==> config.mk <==
export PLATFORM = sky130hd
export DESIGN_NAME = block_reader
export DESIGN_NICKNAME = d
export VERILOG_FILES = /design/src/frame_geom_pkg.sv /design/src/pix_rd_pkg.sv /design/src/block_reader.sv
export SDC_FILE = /design/constraint.sdc
export NUM_CORES = 1
export LEC_CHECK = 0
export ABC_AREA = 0
export BUFFER_PORTS_ARGS = -buffer_cell sky130_fd_sc_hd__clkbuf_2
export CELL_PAD_IN_SITES_DETAIL_PLACEMENT = 1
export CELL_PAD_IN_SITES_GLOBAL_PLACEMENT = 2
export CORE_MARGIN = 10
export CORE_UTILIZATION = 42
export CTS_CLUSTER_SIZE = 40
export DETAILED_ROUTE_END_ITERATION = 7
export GPL_TIMING_DRIVEN = 1
export HOLD_SLACK_MARGIN = 0.06
export PLACE_DENSITY = 0.95
export SLEW_MARGIN = 30
export SYNTH_ARGS = -nofsm -noshare
export SYNTH_HDL_FRONTEND = slang
export SYNTH_SLANG_ARGS = --single-unit
export TNS_END_PERCENT = 1
==> constraint.sdc <==
create_clock -name clk -period 22.1 [get_ports clk]
set_input_delay 2.21 -clock clk [delete_from_list [all_inputs] [get_ports clk]]
set_output_delay 2.21 -clock clk [all_outputs]
set_load 0.05 [all_outputs]
==> src/frame_geom_pkg.sv <==
// Block and frame geometry shared by the frame buffer, the block reader
// and the noise estimator. Pixels are unsigned 8-bit luma samples and
// blocks are square, so one edge size covers both directions.
// Import with a wildcard in the module header.

`default_nettype none

package frame_geom_pkg;

	// square block walked by the reader and scored by the estimator
	localparam int block_size   = 8;
	localparam int block_log2   = 3;   // log2 of block_size
	localparam int block_pixels = 64;  // block_size * block_size

	localparam int pix_w = 8;  // pixel sample width

	// frame_width and frame_height inputs, both multiples of block_size
	localparam int dim_w = 16;

	// 64 * sum(p^2) for a full block of 8-bit pixels needs 28 bits
	localparam int energy_w = 28;

endpackage

`default_nettype wire

==> src/pix_rd_pkg.sv <==
// Pixel read path constants: addressing of the on-chip frame buffer and
// the shape and latency of its burst reads. All addresses count pixels.
// Import with a wildcard in the module header.

`default_nettype none

package pix_rd_pkg;

	localparam int addr_w    = 16;    // read_addr, base addresses
	localparam int fb_depth  = 8192;  // pixels held by the buffer
	localparam int fb_addr_w = 13;    // log2 of fb_depth

	// one burst covers one row of a block
	localparam int burst_beats = frame_geom_pkg::block_size;

	// start_read to first rvalid
	localparam int rd_latency = 2;

endpackage

`default_nettype wire

==> src/block_reader.sv <==
// Walks a frame held in the frame buffer block by block, left to right and
// top to bottom. Each 8x8 block is fetched as eight row bursts. The reader
// also frames the pixel stream for the noise estimator with start_of_frame
// and noise_estimation_en, then waits for the estimate before going idle.
// Start a frame by pulsing frame_ready while the reader is idle.

`timescale 1ns/1ps
`default_nettype none

module block_reader import frame_geom_pkg::*, pix_rd_pkg::*; (
	input  logic              clk,
	input  logic              rst_n,
	input  logic [dim_w-1:0]  frame_width,
	input  logic [dim_w-1:0]  frame_height,
	input  logic              frame_ready,
	input  logic [addr_w-1:0] base_addr_in,
	input  logic              rvalid,
	input  logic              rlast,
	input  logic              estimated_noise_ready,
	output logic              start_read,
	output logic [addr_w-1:0] read_addr,
	output logic [addr_w-1:0] base_addr_out,
	output logic              noise_estimation_en,
	output logic              start_of_frame
);

	typedef enum logic [1:0] {
		IDLE,
		READ_HANDSHAKE,
		READ,
		FRAME_READY
	} state_t;

	state_t state, next_state;

	logic [dim_w-1:0]      cols_num;
	logic [dim_w-1:0]      rows_num;
	logic [dim_w-1:0]      blk_col;
	logic [dim_w-1:0]      blk_row;
	logic [block_log2-1:0] in_row;   // row inside the current block
	logic [dim_w-1:0]      nxt_col;
	logic [dim_w-1:0]      nxt_row;
	logic [block_log2-1:0] nxt_in_row;
	logic [dim_w-1:0]      nxt_line;  // frame line of the next burst
	logic                  last_in;
	logic                  last_col;
	logic                  last_row;
	logic                  last_burst;
	logic                  launch_first;
	logic [rd_latency-1:0] sof_pipe;
	logic [addr_w-1:0]     cur_base;
	logic [addr_w-1:0]     addr_hold;

	assign cols_num = frame_width >> block_log2;
	assign rows_num = frame_height >> block_log2;

	assign last_in    = (in_row == block_log2'(block_size - 1));
	assign last_col   = (blk_col == cols_num - 1'b1);
	assign last_row   = (blk_row == rows_num - 1'b1);
	assign last_burst = last_in && last_col && last_row;

	// counters for the burst after the current one, wrapping at frame end
	assign nxt_in_row = in_row + 1'b1;
	assign nxt_col    = !last_in ? blk_col : (last_col ? '0 : blk_col + 1'b1);
	assign nxt_row    = !(last_in && last_col) ? blk_row :
	                    (last_row ? '0 : blk_row + 1'b1);
	assign nxt_line   = (nxt_row << block_log2) + nxt_in_row;

	// all counters sit at zero only while the first burst is issued
	assign launch_first = start_read && blk_col == '0 && blk_row == '0 && in_row == '0;

	// first beat shows up rd_latency cycles after its start_read
	assign start_of_frame = sof_pipe[rd_latency-1];

	always_comb begin
		next_state = state;
		case (state)
			IDLE:
				if (frame_ready)
					next_state = READ_HANDSHAKE;
			READ_HANDSHAKE:
				if (rvalid)
					next_state = READ;
			READ:
				if (rlast)
					next_state = last_burst ? FRAME_READY : READ_HANDSHAKE;
			FRAME_READY:
				if (estimated_noise_ready)
					next_state = IDLE;
			default:
				next_state = IDLE;
		endcase
	end

	always_ff @(posedge clk or negedge rst_n) begin
		if (!rst_n) begin
			state               <= IDLE;
			start_read          <= 1'b0;
			blk_col             <= '0;
			blk_row             <= '0;
			in_row              <= '0;
			sof_pipe            <= '0;
			noise_estimation_en <= 1'b0;
		end else begin
			state      <= next_state;
			start_read <= 1'b0;  // single-cycle pulse
			sof_pipe   <= {sof_pipe[rd_latency-2:0], launch_first};

			case (state)
				IDLE: begin
					blk_col <= '0;
					blk_row <= '0;
					in_row  <= '0;
					if (frame_ready)
						start_read <= 1'b1;
				end
				READ: begin
					if (rlast) begin
						blk_col <= nxt_col;
						blk_row <= nxt_row;
						in_row  <= nxt_in_row;
						if (!last_burst)
							start_read <= 1'b1;  // one cycle after rlast
					end
				end
				default: ;
			endcase

			// enable spans first beat through the final rlast
			if (sof_pipe[rd_latency-2])
				noise_estimation_en <= 1'b1;
			else if (state == READ && rlast && last_burst)
				noise_estimation_en <= 1'b0;
		end
	end

	always_ff @(posedge clk) begin
		if (state == IDLE && frame_ready) begin
			cur_base  <= base_addr_in;
			read_addr <= base_addr_in;
		end else if (state == READ && rlast) begin
			read_addr <= addr_hold;
		end

		// the multiply gets a full cycle before the address is needed
		if (state == READ)
			addr_hold <= cur_base + (nxt_col << block_log2) + frame_width * nxt_line;

		if (state == FRAME_READY)
			base_addr_out <= cur_base;
	end

	a_no_start_in_burst: assert property (@(posedge clk) disable iff (!rst_n)
		(state == READ || state == FRAME_READY) |-> !start_read);

endmodule

`default_nettype wire

==> flow_summary.yaml <==
sta:
  drv_slew: 0
  setup_viol: 0
  worstMarginPinSlew_ps: 986.7
  slew_headroom: 0.3398
  max_freq_mhz: 88.15
  fin_hold_ws_ps: 376.2
  fin_crit_sh: 0.5133
  hold_viol: 0
  period_minus_slack_ps: 11340
  rsz0062_at_grt: "no"
  finalSetupTns_ps: 0
  finClkSkew_ps: 10.99
worst_setup_path:
  cp_max_fo: 21
  crit_slowest_cell: "a21oi_1"
  worst-path-buf-inv: 6
  critPathKind: "input port to flop"
  crit_family: "adder cells"
  cp-end-kind: "flop"
  cpPeakStageDelay_ps: 760
  startpoint_type: "input port"
  cp_data_arrival_time_ps: 11440
  required_ps: 22190
global_routing:
  grt_pass1_wl_mm: 50.09
  grt_start_max_net_pins: 42
  gr-usage-all-layers: 0.2025
  antenna_found_initial: 2
  first_global_vias: 9105
  grt_overflow: 0
power:
  irDropWorstVdd_v: 0.00007300
  p_leak_nw: 5.234
  p_per_area_nw_per_um2: 98.07
drt:
  dr_total_vias: 8142
  wl_met1_mm: 13.23
  drtPass1Iterations: 5
  drc: 0
  wl_per_cell_um: 20.90
  dr.max_layer_used: "met4"
  vias_per_cell: 5.479
  dr.first_iter.drc_count: 425
  wl_met3_mm: 1.572
  ant_nets: 0
  wl_met2_mm: 15.53
  routed_wl_mm: 31.06
final_layout:
  fin_area_um2: 11540
  layout_common_cells: "inv_1, fa_1, nand2_1, clkbuf_2, edfxtp_1"
  fin_nets: 1377
  fin_util: 0.4706
  regArea_um2: 2948
  syn2layout_area_growth_pct: 9.532
  multi_input_area_um2: 6661
  fillCellCount: 2858
  layout_commonest_cell: "inv_1"
  drive_above_1_share: 0.1233
floorplan:
  ios: 89
  die_x_um: 178.4
  die_area_um2: 31830
  start_util: 0.4296
  die_y_um: 178.4
  fp.coreArea_um2: 24530
  fp-row-count: 57
yosys:
  synthCells: 1106
  synth_area_um2: 10540
  ys.flop_type: "edfxtp_1"
  synth_top_area_cell: "fa_1"
  avgSynthCellArea_um2: 9.530
  ys_warn_count: 0
  synth_cell_type_count: 62
  synth_edf_count: 64
  synth_fp_nets: 1328
  synthTopCellsByArea: "fa_1, edfxtp_1, dfrtp_1"
  yosysSeqAreaShare: 0.2797
  synth_top_area_frac: 0.1994
  synth-seq-cells: 105
  synthArstFlopShare: 0.3905
clock_network:
  cts_buffers: 9
  cts_setup_buffers: 0
  cts.repair.resized: 0
  hold_buffers: 0
  root_buffer: "clkbuf_16"
  tritoncts: "built"
  cts-htree-levels: 3
  clk_pin_slew_ps: 80
  clockBufferDepth: 2
  clk_latency_ps: 370
  clkSinkCount: 105
worst_hold_path:
  hold_class: "flop to flop"
placed_design:
  hpwl_mm: 23.78
  place_congestion: 0.9114
  place_area_um2: 11230
  port_buffers: 85
run:
  drv_cap: 0
outcome:
  status: "complete, no violations"
power breakdown:
group	leakage [nW]	switching [mW]	internal, mW	total (mW)
clock	0.156	0.0797	0.0925	0.172
sequential	1.15	0.0288	0.290	0.318
combinational	3.92	0.399	0.243	0.642
total	5.23	0.507	0.625	1.13
stage by stage:
stage	setup WS, ps	power, mW	instances
floorplan	12060	0.7760	1106
global placement	10610	0.9203	1468
detailed placement	10350	0.9603	1468
CTS	10680	1.146	1484
global route	10040	1.227	1486
finish	10760	1.132	1486
cell type report:
cell class,instances,share of cell area
repair buffers,93,0.04227
diodes,2,0.0004335
clock inverters,6,0.006069
inverters,194,0.06308
clock buffers,10,0.02070
flip-flops and latches,105,0.2553
multi-input cells,752,0.5770
well taps,324,0.03511
worst register-to-register path, delay by kind of cell, from the launching register on:
| kind | cells | cell delay, ps |
|---|---|---|
| DFF | 1 | 960 |
| xor gates and xnor gates | 2 | 730 |
| and+or+nand+nor | 1 | 220 |
| adders and majority gates | 9 | 3480 |
| AOI/OAI and AO/OA | 11 | 3020 |
| buffers and inverters | 5 | 690 |
path summary, 6_finish.rpt:
path,start,end,slack [ps],depth (start not counted)
hold / removal,sof_pipe[0]$_DFF_PN0_,sof_pipe[1]$_DFF_PN0_,380,0
hold reg to reg,sof_pipe[0]$_DFF_PN0_,sof_pipe[1]$_DFF_PN0_,380,0
setup / recovery,frame_width[3],addr_hold[15]$_DFFE_PP_,10760,31
max in group asynchronous,rst_n,blk_row[6]$_DFFE_PN0P_,19850,1
min in group asynchronous,rst_n,blk_col[15]$_DFFE_PN0P_,1860,1
setup reg to reg,in_row[0]$_DFFE_PN0P_,addr_hold[15]$_DFFE_PP_,12730,28
sequential cells by signal, summed over array words and instances, names as in the netlist:
| register | flops |
|---|---|
| blk_col | 16 |
| state | 2 |
| read_addr | 16 |
| blk_row | 16 |
| start_read | 1 |
| addr_hold | 16 |
| in_row | 3 |
| base_addr_out | 16 |
| noise_estimation_en | 1 |
| sof_pipe | 2 |
| cur_base | 16 |
cell families after synthesis:
family / synth area share
adder cells (fa/ha/maj): 0.2742
AO/OA/AOI/OAI: 0.08986
flip-flops: 0.2797
buffers and inverters: 0.08986
AND/OR/NAND/NOR: 0.1809
XOR/XNOR: 0.06458
multiplexers: 0.02089
per-layer routing:
metal | up-vias | track usage
li1 | 3695 | -
met1 | 4212 | 0.2570
met2 | 191 | 0.3386
met3 | 44 | 0.03742
met4 | 0 | 0.07199
met5 | - | 0
synthesized netlist by cell type, types with 14 or more instances:
cell type / instances
nand3_1: 22
nor4_1: 16
a21o_1: 14
a21oi_1: 20
xnor2_1: 50
nor2b_1: 54
mux2_2: 16
fa_1: 105
ha_1: 63
a22o_1: 21
clkbuf_1: 47
xor2_1: 20
nand2b_1: 14
nor2_1: 49
nand2_1: 89
nor3_1: 18
edfxtp_1: 64
inv_1: 194
and2_1: 37
dfrtp_1: 41
o21ai_0: 30
Note: power is estimated with default switching activity, not from simulation.
