$ cat config.mk
export PLATFORM = sky130hd
export DESIGN_NAME = noise_estimator
export DESIGN_NICKNAME = d
export VERILOG_FILES = /design/src/frame_geom_pkg.sv /design/src/noise_estimator.sv
export SDC_FILE = /design/constraint.sdc
export NUM_CORES = 1
export LEC_CHECK = 0
export ABC_CLOCK_PERIOD_IN_PS = 12000
export BUFFER_PORTS_ARGS = -buffer_cell sky130_fd_sc_hd__clkbuf_2
export CAP_MARGIN = 20
export CORE_AREA = 2 2 160 162
export CTS_CLUSTER_DIAMETER = 150
export DETAILED_ROUTE_END_ITERATION = 7
export DIE_AREA = 0 0 162 164
export GPL_TIMING_DRIVEN = 0
export PLACE_DENSITY = 0.74
export SLEW_MARGIN = 20
export SYNTH_ARGS = -nofsm -noshare
export SYNTH_HDL_FRONTEND = slang
export SYNTH_SLANG_ARGS = --single-unit
$ cat constraint.sdc
create_clock -name clk -period 12 [get_ports clk]
set_clock_uncertainty 0.2 [all_clocks]
set_input_delay 0.6 -clock clk [delete_from_list [all_inputs] [get_ports clk]]
set_output_delay 0.6 -clock clk [all_outputs]
set_load 0.01 [all_outputs]
$ cat src/frame_geom_pkg.sv
// Block and frame geometry shared by the frame buffer, the block reader
// and the noise estimator. Pixels are unsigned 8-bit luma samples and
// blocks are square, so one edge size covers both directions.
// Import with a wildcard in the module header.

`default_nettype none

package frame_geom_pkg;

	// square block walked by the reader and scored by the estimator
	localparam int block_size   = 8;
	localparam int block_log2   = 3;   // log2 of block_size
	localparam int block_pixels = 64;  // block_size * block_size

	localparam int pix_w = 8;  // pixel sample width

	// frame_width and frame_height inputs, both multiples of block_size
	localparam int dim_w = 16;

	// 64 * sum(p^2) for a full block of 8-bit pixels needs 28 bits
	localparam int energy_w = 28;

endpackage

`default_nettype wire

$ cat src/noise_estimator.sv
// Block energy noise estimator. For every 64 accepted beats it forms
// 64*sum(p^2) - sum(p)^2, which is 4096 times the block variance, and keeps
// the smallest value seen since start_of_frame. When noise_estimation_en
// falls, the minimum is published as noise_level with a one-cycle
// noise_valid, also sent back to the reader as estimated_noise_ready.

`timescale 1ns/1ps
`default_nettype none

module noise_estimator import frame_geom_pkg::*; (
	input  logic                clk,
	input  logic                rst_n,
	input  logic                rvalid,
	input  logic [pix_w-1:0]    rdata,
	input  logic                noise_estimation_en,
	input  logic                start_of_frame,
	output logic [energy_w-1:0] noise_level,
	output logic                noise_valid,
	output logic                estimated_noise_ready
);

	localparam int cnt_w = $clog2(block_pixels);
	localparam int sum_w = pix_w + cnt_w;
	localparam int sq_w  = 2 * pix_w + cnt_w;

	logic [cnt_w-1:0]    beat_cnt;
	logic [sum_w-1:0]    sum_p;
	logic [sq_w-1:0]     sum_sq;
	logic [sum_w-1:0]    tot_sum;     // sums including the current beat
	logic [sq_w-1:0]     tot_sq;
	logic [energy_w-1:0] sq_of_sum;
	logic [energy_w-1:0] energy;      // stage 1 result
	logic [energy_w-1:0] min_energy;
	logic                beat_ok;
	logic                block_done;
	logic                e_vld;
	logic                en_q;
	logic                fin_d;

	assign beat_ok    = rvalid && noise_estimation_en;
	assign block_done = beat_ok && (beat_cnt == cnt_w'(block_pixels - 1));

	assign tot_sum   = sum_p + rdata;
	assign tot_sq    = sum_sq + rdata * rdata;
	assign sq_of_sum = tot_sum * tot_sum;

	assign estimated_noise_ready = noise_valid;

	always_ff @(posedge clk or negedge rst_n) begin
		if (!rst_n) begin
			beat_cnt    <= '0;
			sum_p       <= '0;
			sum_sq      <= '0;
			e_vld       <= 1'b0;
			min_energy  <= '1;
			en_q        <= 1'b0;
			fin_d       <= 1'b0;
			noise_valid <= 1'b0;
		end else begin
			en_q        <= noise_estimation_en;
			fin_d       <= en_q && !noise_estimation_en;  // enable just fell
			noise_valid <= fin_d;
			e_vld       <= block_done;

			if (beat_ok) begin
				if (block_done) begin
					beat_cnt <= '0;  // next block starts clean
					sum_p    <= '0;
					sum_sq   <= '0;
				end else begin
					beat_cnt <= beat_cnt + 1'b1;
					sum_p    <= tot_sum;
					sum_sq   <= tot_sq;
				end
			end

			// stage 2 compares against the running minimum
			if (start_of_frame)
				min_energy <= '1;
			else if (e_vld && energy < min_energy)
				min_energy <= energy;
		end
	end

	always_ff @(posedge clk) begin
		if (block_done)
			energy <= (energy_w'(tot_sq) << cnt_w) - sq_of_sum;
		if (fin_d)
			noise_level <= min_energy;
	end

	// the reader only drops the enable after the final beat of a block
	a_whole_blocks: assert property (@(posedge clk) disable iff (!rst_n)
		$fell(noise_estimation_en) |-> beat_cnt == '0);

endmodule

`default_nettype wire

==> impl_metrics.py, run 1 <==
metrics = {
    "place": {
        "port_buffers": 42,
        "place_hpwl_um": 25370,
        "place_congestion": 0.9467,
        "pre_cts_ws_ns": 1.623,
        "placed_cell_area_um2": 14710,
    },
    "cts": {
        "cts_tree": "built",
        "path_clk_slew_ns": 0.07,
        "cts_setup_buffers": 0,
        "clockBufferDepth": 2,
        "clockRootBuffer": "clkbuf_16",
        "numCtsBuffers": 17,
        "post_cts_resized": 0,
        "clock_latency_ns": 0.43,
        "cts_hold_buf": 0,
        "cts.sinks": 127,
        "htree_levels": 4,
    },
    "synth": {
        "syn_nets": 1784,
        "synth_seq_cells": 127,
        "synthArstFlopShare_pct": 57.48,
        "synth-edff-count": 54,
        "avgSynthCellArea_um2": 9.795,
        "ys.warnings.count": 0,
        "dominantRegCellSynth": "edfxtp_1",
        "synth-seq-area-share_pct": 24.79,
        "ys_types": 66,
        "syn_inst": 1434,
        "synth_top_area_share_pct": 25.80,
        "synth_most_common_cell": "inv_1",
        "synth_area_leaders": "fa_1 26%, ha_1 14%, edfxtp_1 12%",
        "synthTopCellsByCount": "342 x inv_1, 181 x fa_1, 156 x ha_1, 136 x nand2_1, 63 x nor2_1",
        "syn-cell-area_um2": 14050,
        "synth_largest_area_cell": "fa_1",
    },
    "worst_setup_path": {
        "critPathRequiredTime_ns": 11.96,
        "crit_fanout": 8,
        "crit_family": "adder cells",
        "max_stage_delay_ns": 0.55,
        "r2r.worst_path.cells": 32,
        "crit_start": "rdata[5]",
        "endpoint": "energy[27]",
        "reg2reg_slack_ns": 2.74,
        "cp.depth": 33,
        "crit_path_start_kind": "input port",
        "r2r-end": "energy[27]",
        "cp.arrival_ns": 9.90,
        "crit_buf_inv": 9,
        "cp_slowest_cell": "fa_1",
        "crit_path_frequent_cell": "fa_1",
        "end_kind": "flop",
        "rr_startpoint": "sum_sq[3]",
        "criticalPathCategory": "in -> reg",
    },
    "timing": {
        "rsz0062_at_grt": "false",
        "finalCritPeriodShare_pct": 82.83,
        "slew-limit-headroom_pct": 24.01,
        "hold_violations": 0,
        "finalSetupViolCount": 0,
        "period_needed_ns": 9.939,
        "slew_viol_final": 0,
        "worst_pin_slew_ns": 1.132,
        "fmax_ghz": 0.1006,
        "tns_ns": 0,
        "setup_ws_ns": 2.061,
    },
    "detailed_routing": {
        "viasPerCell": 5.397,
        "drt-wirelength-per-cell_um": 16.62,
        "vias": 9931,
        "antenna_left": 0,
        "drc": 0,
        "firstDrtPassIters": 6,
        "routed_wl_um": 30580,
        "first_iter_violations": 668,
    },
    "cells_and_area": {
        "stdcell_area_um2": 15300,
        "drive_above_1_share_pct": 9.470,
        "final_net_count": 1847,
        "antennaDiodeCount": 0,
        "area_growth_pct": 8.944,
    },
    "global_routing": {
        "grt.total_usage_pct": 24.72,
        "grt_overflow": 0,
        "grt_antenna_before_repair": 0,
        "grt_pass1_wl_um": 51580,
        "grt_max_degree": 40,
        "grt_pass1_vias": 10560,
    },
    "run_status": {
        "outcome": "finished, final reports clean",
    },
    "floorplanning": {
        "die_area_um2": 26570,
        "core-area_um2": 24820,
        "rows": 58,
        "start_util_pct": 56.59,
        "design.portCount": 43,
        "die_y_um": 164,
        "die_w_um": 162,
    },
    "run": {
        "max-cap-violations": 0,
    },
    "worst_hold_path": {
        "holdCritPathClass": "in -> async",
    },
}
[metal layers]
| metal | vias up | track usage (%) | wire, µm | share of wire [%] |
|---|---|---|---|---|
| li1 | 4689 | - | - | - |
| met1 | 4906 | 31.54 | 12610 | 41 |
| met2 | 273 | 43.37 | 15430 | 50 |
| met3 | 63 | 2.677 | 1430 | 4.7 |
| met4 | 0 | 9.895 | 1113 | 3.6 |
| met5 | - | 0 | 0 | 0 |
[cells by family (layout without fill, tap and decap cells)]
| group | after synthesis | count (layout) | share of synthesized area [%] |
|---|---|---|---|
| mux | 1 | 1 | 0.07127 |
| simple gates | 316 | 316 | 10.25 |
| compound gates | 208 | 208 | 10.26 |
| fa+ha+maj | 337 | 337 | 39.69 |
| flops | 127 | 127 | 24.79 |
| buf+inv | 379 | 455 | 10.39 |
| xor+xnor | 66 | 66 | 4.543 |
[per-stage QoR]
step	util, %	cells	hold WS, ns
floorplan	-	1434	0.1044
global placement	59.10	1806	0.2464
detailed placement	59.28	1808	0.2564
CTS	61.66	1840	0.01245
global route	61.66	1840	0.03796
finish	61.66	1840	0.003154
[worst min-delay path by stage]
stage                     slack, ns                     to  depth (start not counted)  start
final                         0.003              sum_p[10]                          1  rst_n
after global routing           0.04  estimated_noise_ready                          1  rst_n
after CTS                      0.01  estimated_noise_ready                          1  rst_n
after detailed placement       0.26                  fin_d                          1   en_q
after global placement         0.25                  fin_d                          1   en_q
after floorplan                0.10            beat_cnt[0]                          0  rst_n
[state kept, by name (all words and copies together), names as in the netlist]
register,count
beat_cnt,6
e_vld,1
en_q,1
energy,27
estimated_noise_ready,1
fin_d,1
min_energy,27
noise_level,27
sum_p,14
sum_sq,22
[cell usage in the layout (no fill, tap or decap), types with 15 or more instances in the layout]
| master | instances |
|---|---|
| inv_1 | 342 |
| fa_1 | 181 |
| ha_1 | 156 |
| nand2_1 | 136 |
| nor2_1 | 63 |
| edfxtp_1 | 54 |
| o21ai_0 | 46 |
| dfrtp_1 | 46 |
| nand3_1 | 44 |
| clkbuf_2 | 43 |
| xnor2_1 | 40 |
| a21oi_1 | 32 |
| o211ai_1 | 31 |
| dfstp_2 | 27 |
| and2_1 | 25 |
| clkbuf_1 | 23 |
| a21o_1 | 23 |
| xor2_1 | 21 |
| clkbuf_16 | 17 |
| o21a_1 | 15 |
[area by class of cell]
type                            count  area, µm²
Buffer                             32      157.7
Clock buffer                       17      425.4
Clock inverter                     15      163.9
Fill cell                        2088       9517
Inverter                          347       1303
Multi-Input combinational cell    928       9105
Sequential cell                   127       3482
Tap cell                          330      412.9
Timing Repair Buffer               44      252.7
Power of run 1 is left out: the tool's default activity adds up to more than one toggle a clock period on the data nets, which glitch-free logic cannot reach.
==> inputs of run 2 (changes only) <==
- ABC_CLOCK_PERIOD_IN_PS: 12000 -> 9850
- clock period: 12 -> 9.85 ns (I/O delays scaled with it)
==> impl_metrics.py, run 2 (synthesis gave the netlist of run 1 again) <==
metrics = {
    "cts": {
        "cts.sinks": 127,
        "clockBufferDepth": 2,
        "clock_latency_ns": 0.43,
        "cts_tree": "built",
        "clockRootBuffer": "clkbuf_16",
        "numCtsBuffers": 17,
        "htree_levels": 4,
        "path_clk_slew_ns": 0.07,
    },
    "floorplanning": {
        "core-area_um2": 24820,
        "design.portCount": 43,
        "die_y_um": 164,
        "rows": 58,
        "die_area_um2": 26570,
        "start_util_pct": 56.59,
        "die_w_um": 162,
    },
    "global_routing": {
        "grt_antenna_before_repair": 0,
        "grt_pass1_wl_um": 51630,
        "grt_pass1_vias": 10580,
        "grt_max_degree": 40,
        "grt_overflow": 0,
        "grt.total_usage_pct": 24.74,
    },
    "place": {
        "port_buffers": 42,
        "place_hpwl_um": 25370,
        "place_congestion": 0.9467,
        "placed_cell_area_um2": 14710,
        "pre_cts_ws_ns": -0.4197,
    },
    "worst_setup_path": {
        "criticalPathCategory": "in -> reg",
        "crit_path_start_kind": "input port",
        "cp.arrival_ns": 9.38,
        "crit_fanout": 8,
        "critPathRequiredTime_ns": 9.81,
        "end_kind": "flop",
        "max_stage_delay_ns": 0.58,
        "crit_path_frequent_cell": "fa_1",
        "cp_slowest_cell": "fa_1",
        "r2r.worst_path.cells": 32,
    },
    "cells_and_area": {
        "multi_input_area_um2": 9112,
        "layout_common_cells": "342 x inv_1, 181 x fa_1, 156 x ha_1",
        "antennaDiodeCount": 0,
        "final_net_count": 1848,
        "stdcell_area_um2": 15330,
        "drive_above_1_share_pct": 9.596,
        "nFillCells": 2083,
        "register_area_um2": 3482,
        "final_common_cell": "inv_1",
        "reg.largest.list": "energy (27), min_energy (27), noise_level (27)",
        "area_growth_pct": 9.112,
    },
    "detailed_routing": {
        "firstDrtPassIters": 5,
        "vias": 9991,
        "routed_wl_um": 30800,
        "drt-wirelength-per-cell_um": 16.73,
        "viasPerCell": 5.427,
        "antenna_left": 0,
        "first_iter_violations": 724,
        "drc": 0,
    },
    "run_status": {
        "outcome": "finished, final reports clean",
    },
    "timing": {
        "finalSetupViolCount": 0,
        "rsz0062_at_grt": "false",
        "hold_violations": 0,
        "worst_pin_slew_ns": 1.138,
        "period_needed_ns": 9.421,
        "setup_ws_ns": 0.4290,
        "fmax_ghz": 0.1061,
        "slew_viol_final": 0,
        "finalCritPeriodShare_pct": 95.65,
        "slew-limit-headroom_pct": 23.57,
    },
    "run": {
        "max-cap-violations": 0,
    },
    "worst_hold_path": {
        "hold_depth": 1,
        "holdCritPathClass": "in -> reg",
    },
}
[run 2: area by class of cell]
cell class,instances,share of cell area [%]
Multi-Input combinational cell,928,59.46
Sequential cell,127,22.72
Clock inverter,15,1.069
Inverter,347,8.499
Tap cell,330,2.694
Timing Repair Buffer,46,1.780
Buffer,31,1.004
Clock buffer,17,2.776
[run 2: critical path, delay by kind of cell]
| family | cells | cell delay (ns) |
|---|---|---|
| adders and majority gates | 12 | 5.25 |
| AOI/OAI and AO/OA | 8 | 1.75 |
| and+or+nand+nor | 4 | 0.79 |
| buffers and inverters | 8 | 0.65 |
| xor gates and xnor gates | 2 | 0.45 |
[run 2: repair_timing]
action	in CTS	in global routing
endpoints found under the setup margin	1	2
pin swaps	0	1
endpoints found under the hold margin	12	0
hold buffers	1	0
gates resized for setup	0	3
setup buffers	0	1
[run 2: through the flow]
stage	cells	setup TNS [ns]	utilization [%]	hold slack (ns)
2_1_floorplan	1434	0	-	-0.003091
3_3_place_gp	1806	-1.131	59.10	0.2464
3_5_place_dp	1808	-2.132	59.28	0.2564
4_1_cts	1840	0	61.68	0.01539
5_1_grt	1841	0	61.75	0.01716
6_report	1841	0	61.75	0.01892
[run 2: worst paths after layout]
| check | to | from | slack, ns |
|---|---|---|---|
| max reg2reg | energy[27] | sum_sq[3] | 0.56 |
| min reg2reg | fin_d | en_q | 0.27 |
| min in group asynchronous | sum_p[10] | rst_n | 0.43 |
| max in group asynchronous | min_energy[19] | rst_n | 8.36 |
| min | en_q | noise_estimation_en | 0.02 |
| max | energy[27] | rdata[4] | 0.43 |
[run 2: routing by layer]
layer  part of all wire, %  up-vias  global-route usage, %  wire length (µm)
li1                      -     4690                      -                 -
met3                   4.7       63                  2.677              1435
met1                    41     4982                  31.54             12740
met2                    50      256                  43.42             15530
met4                   3.6        0                  9.895              1101
met5                     0        -                      0                 0
Power of run 2 is left out for the same reason.
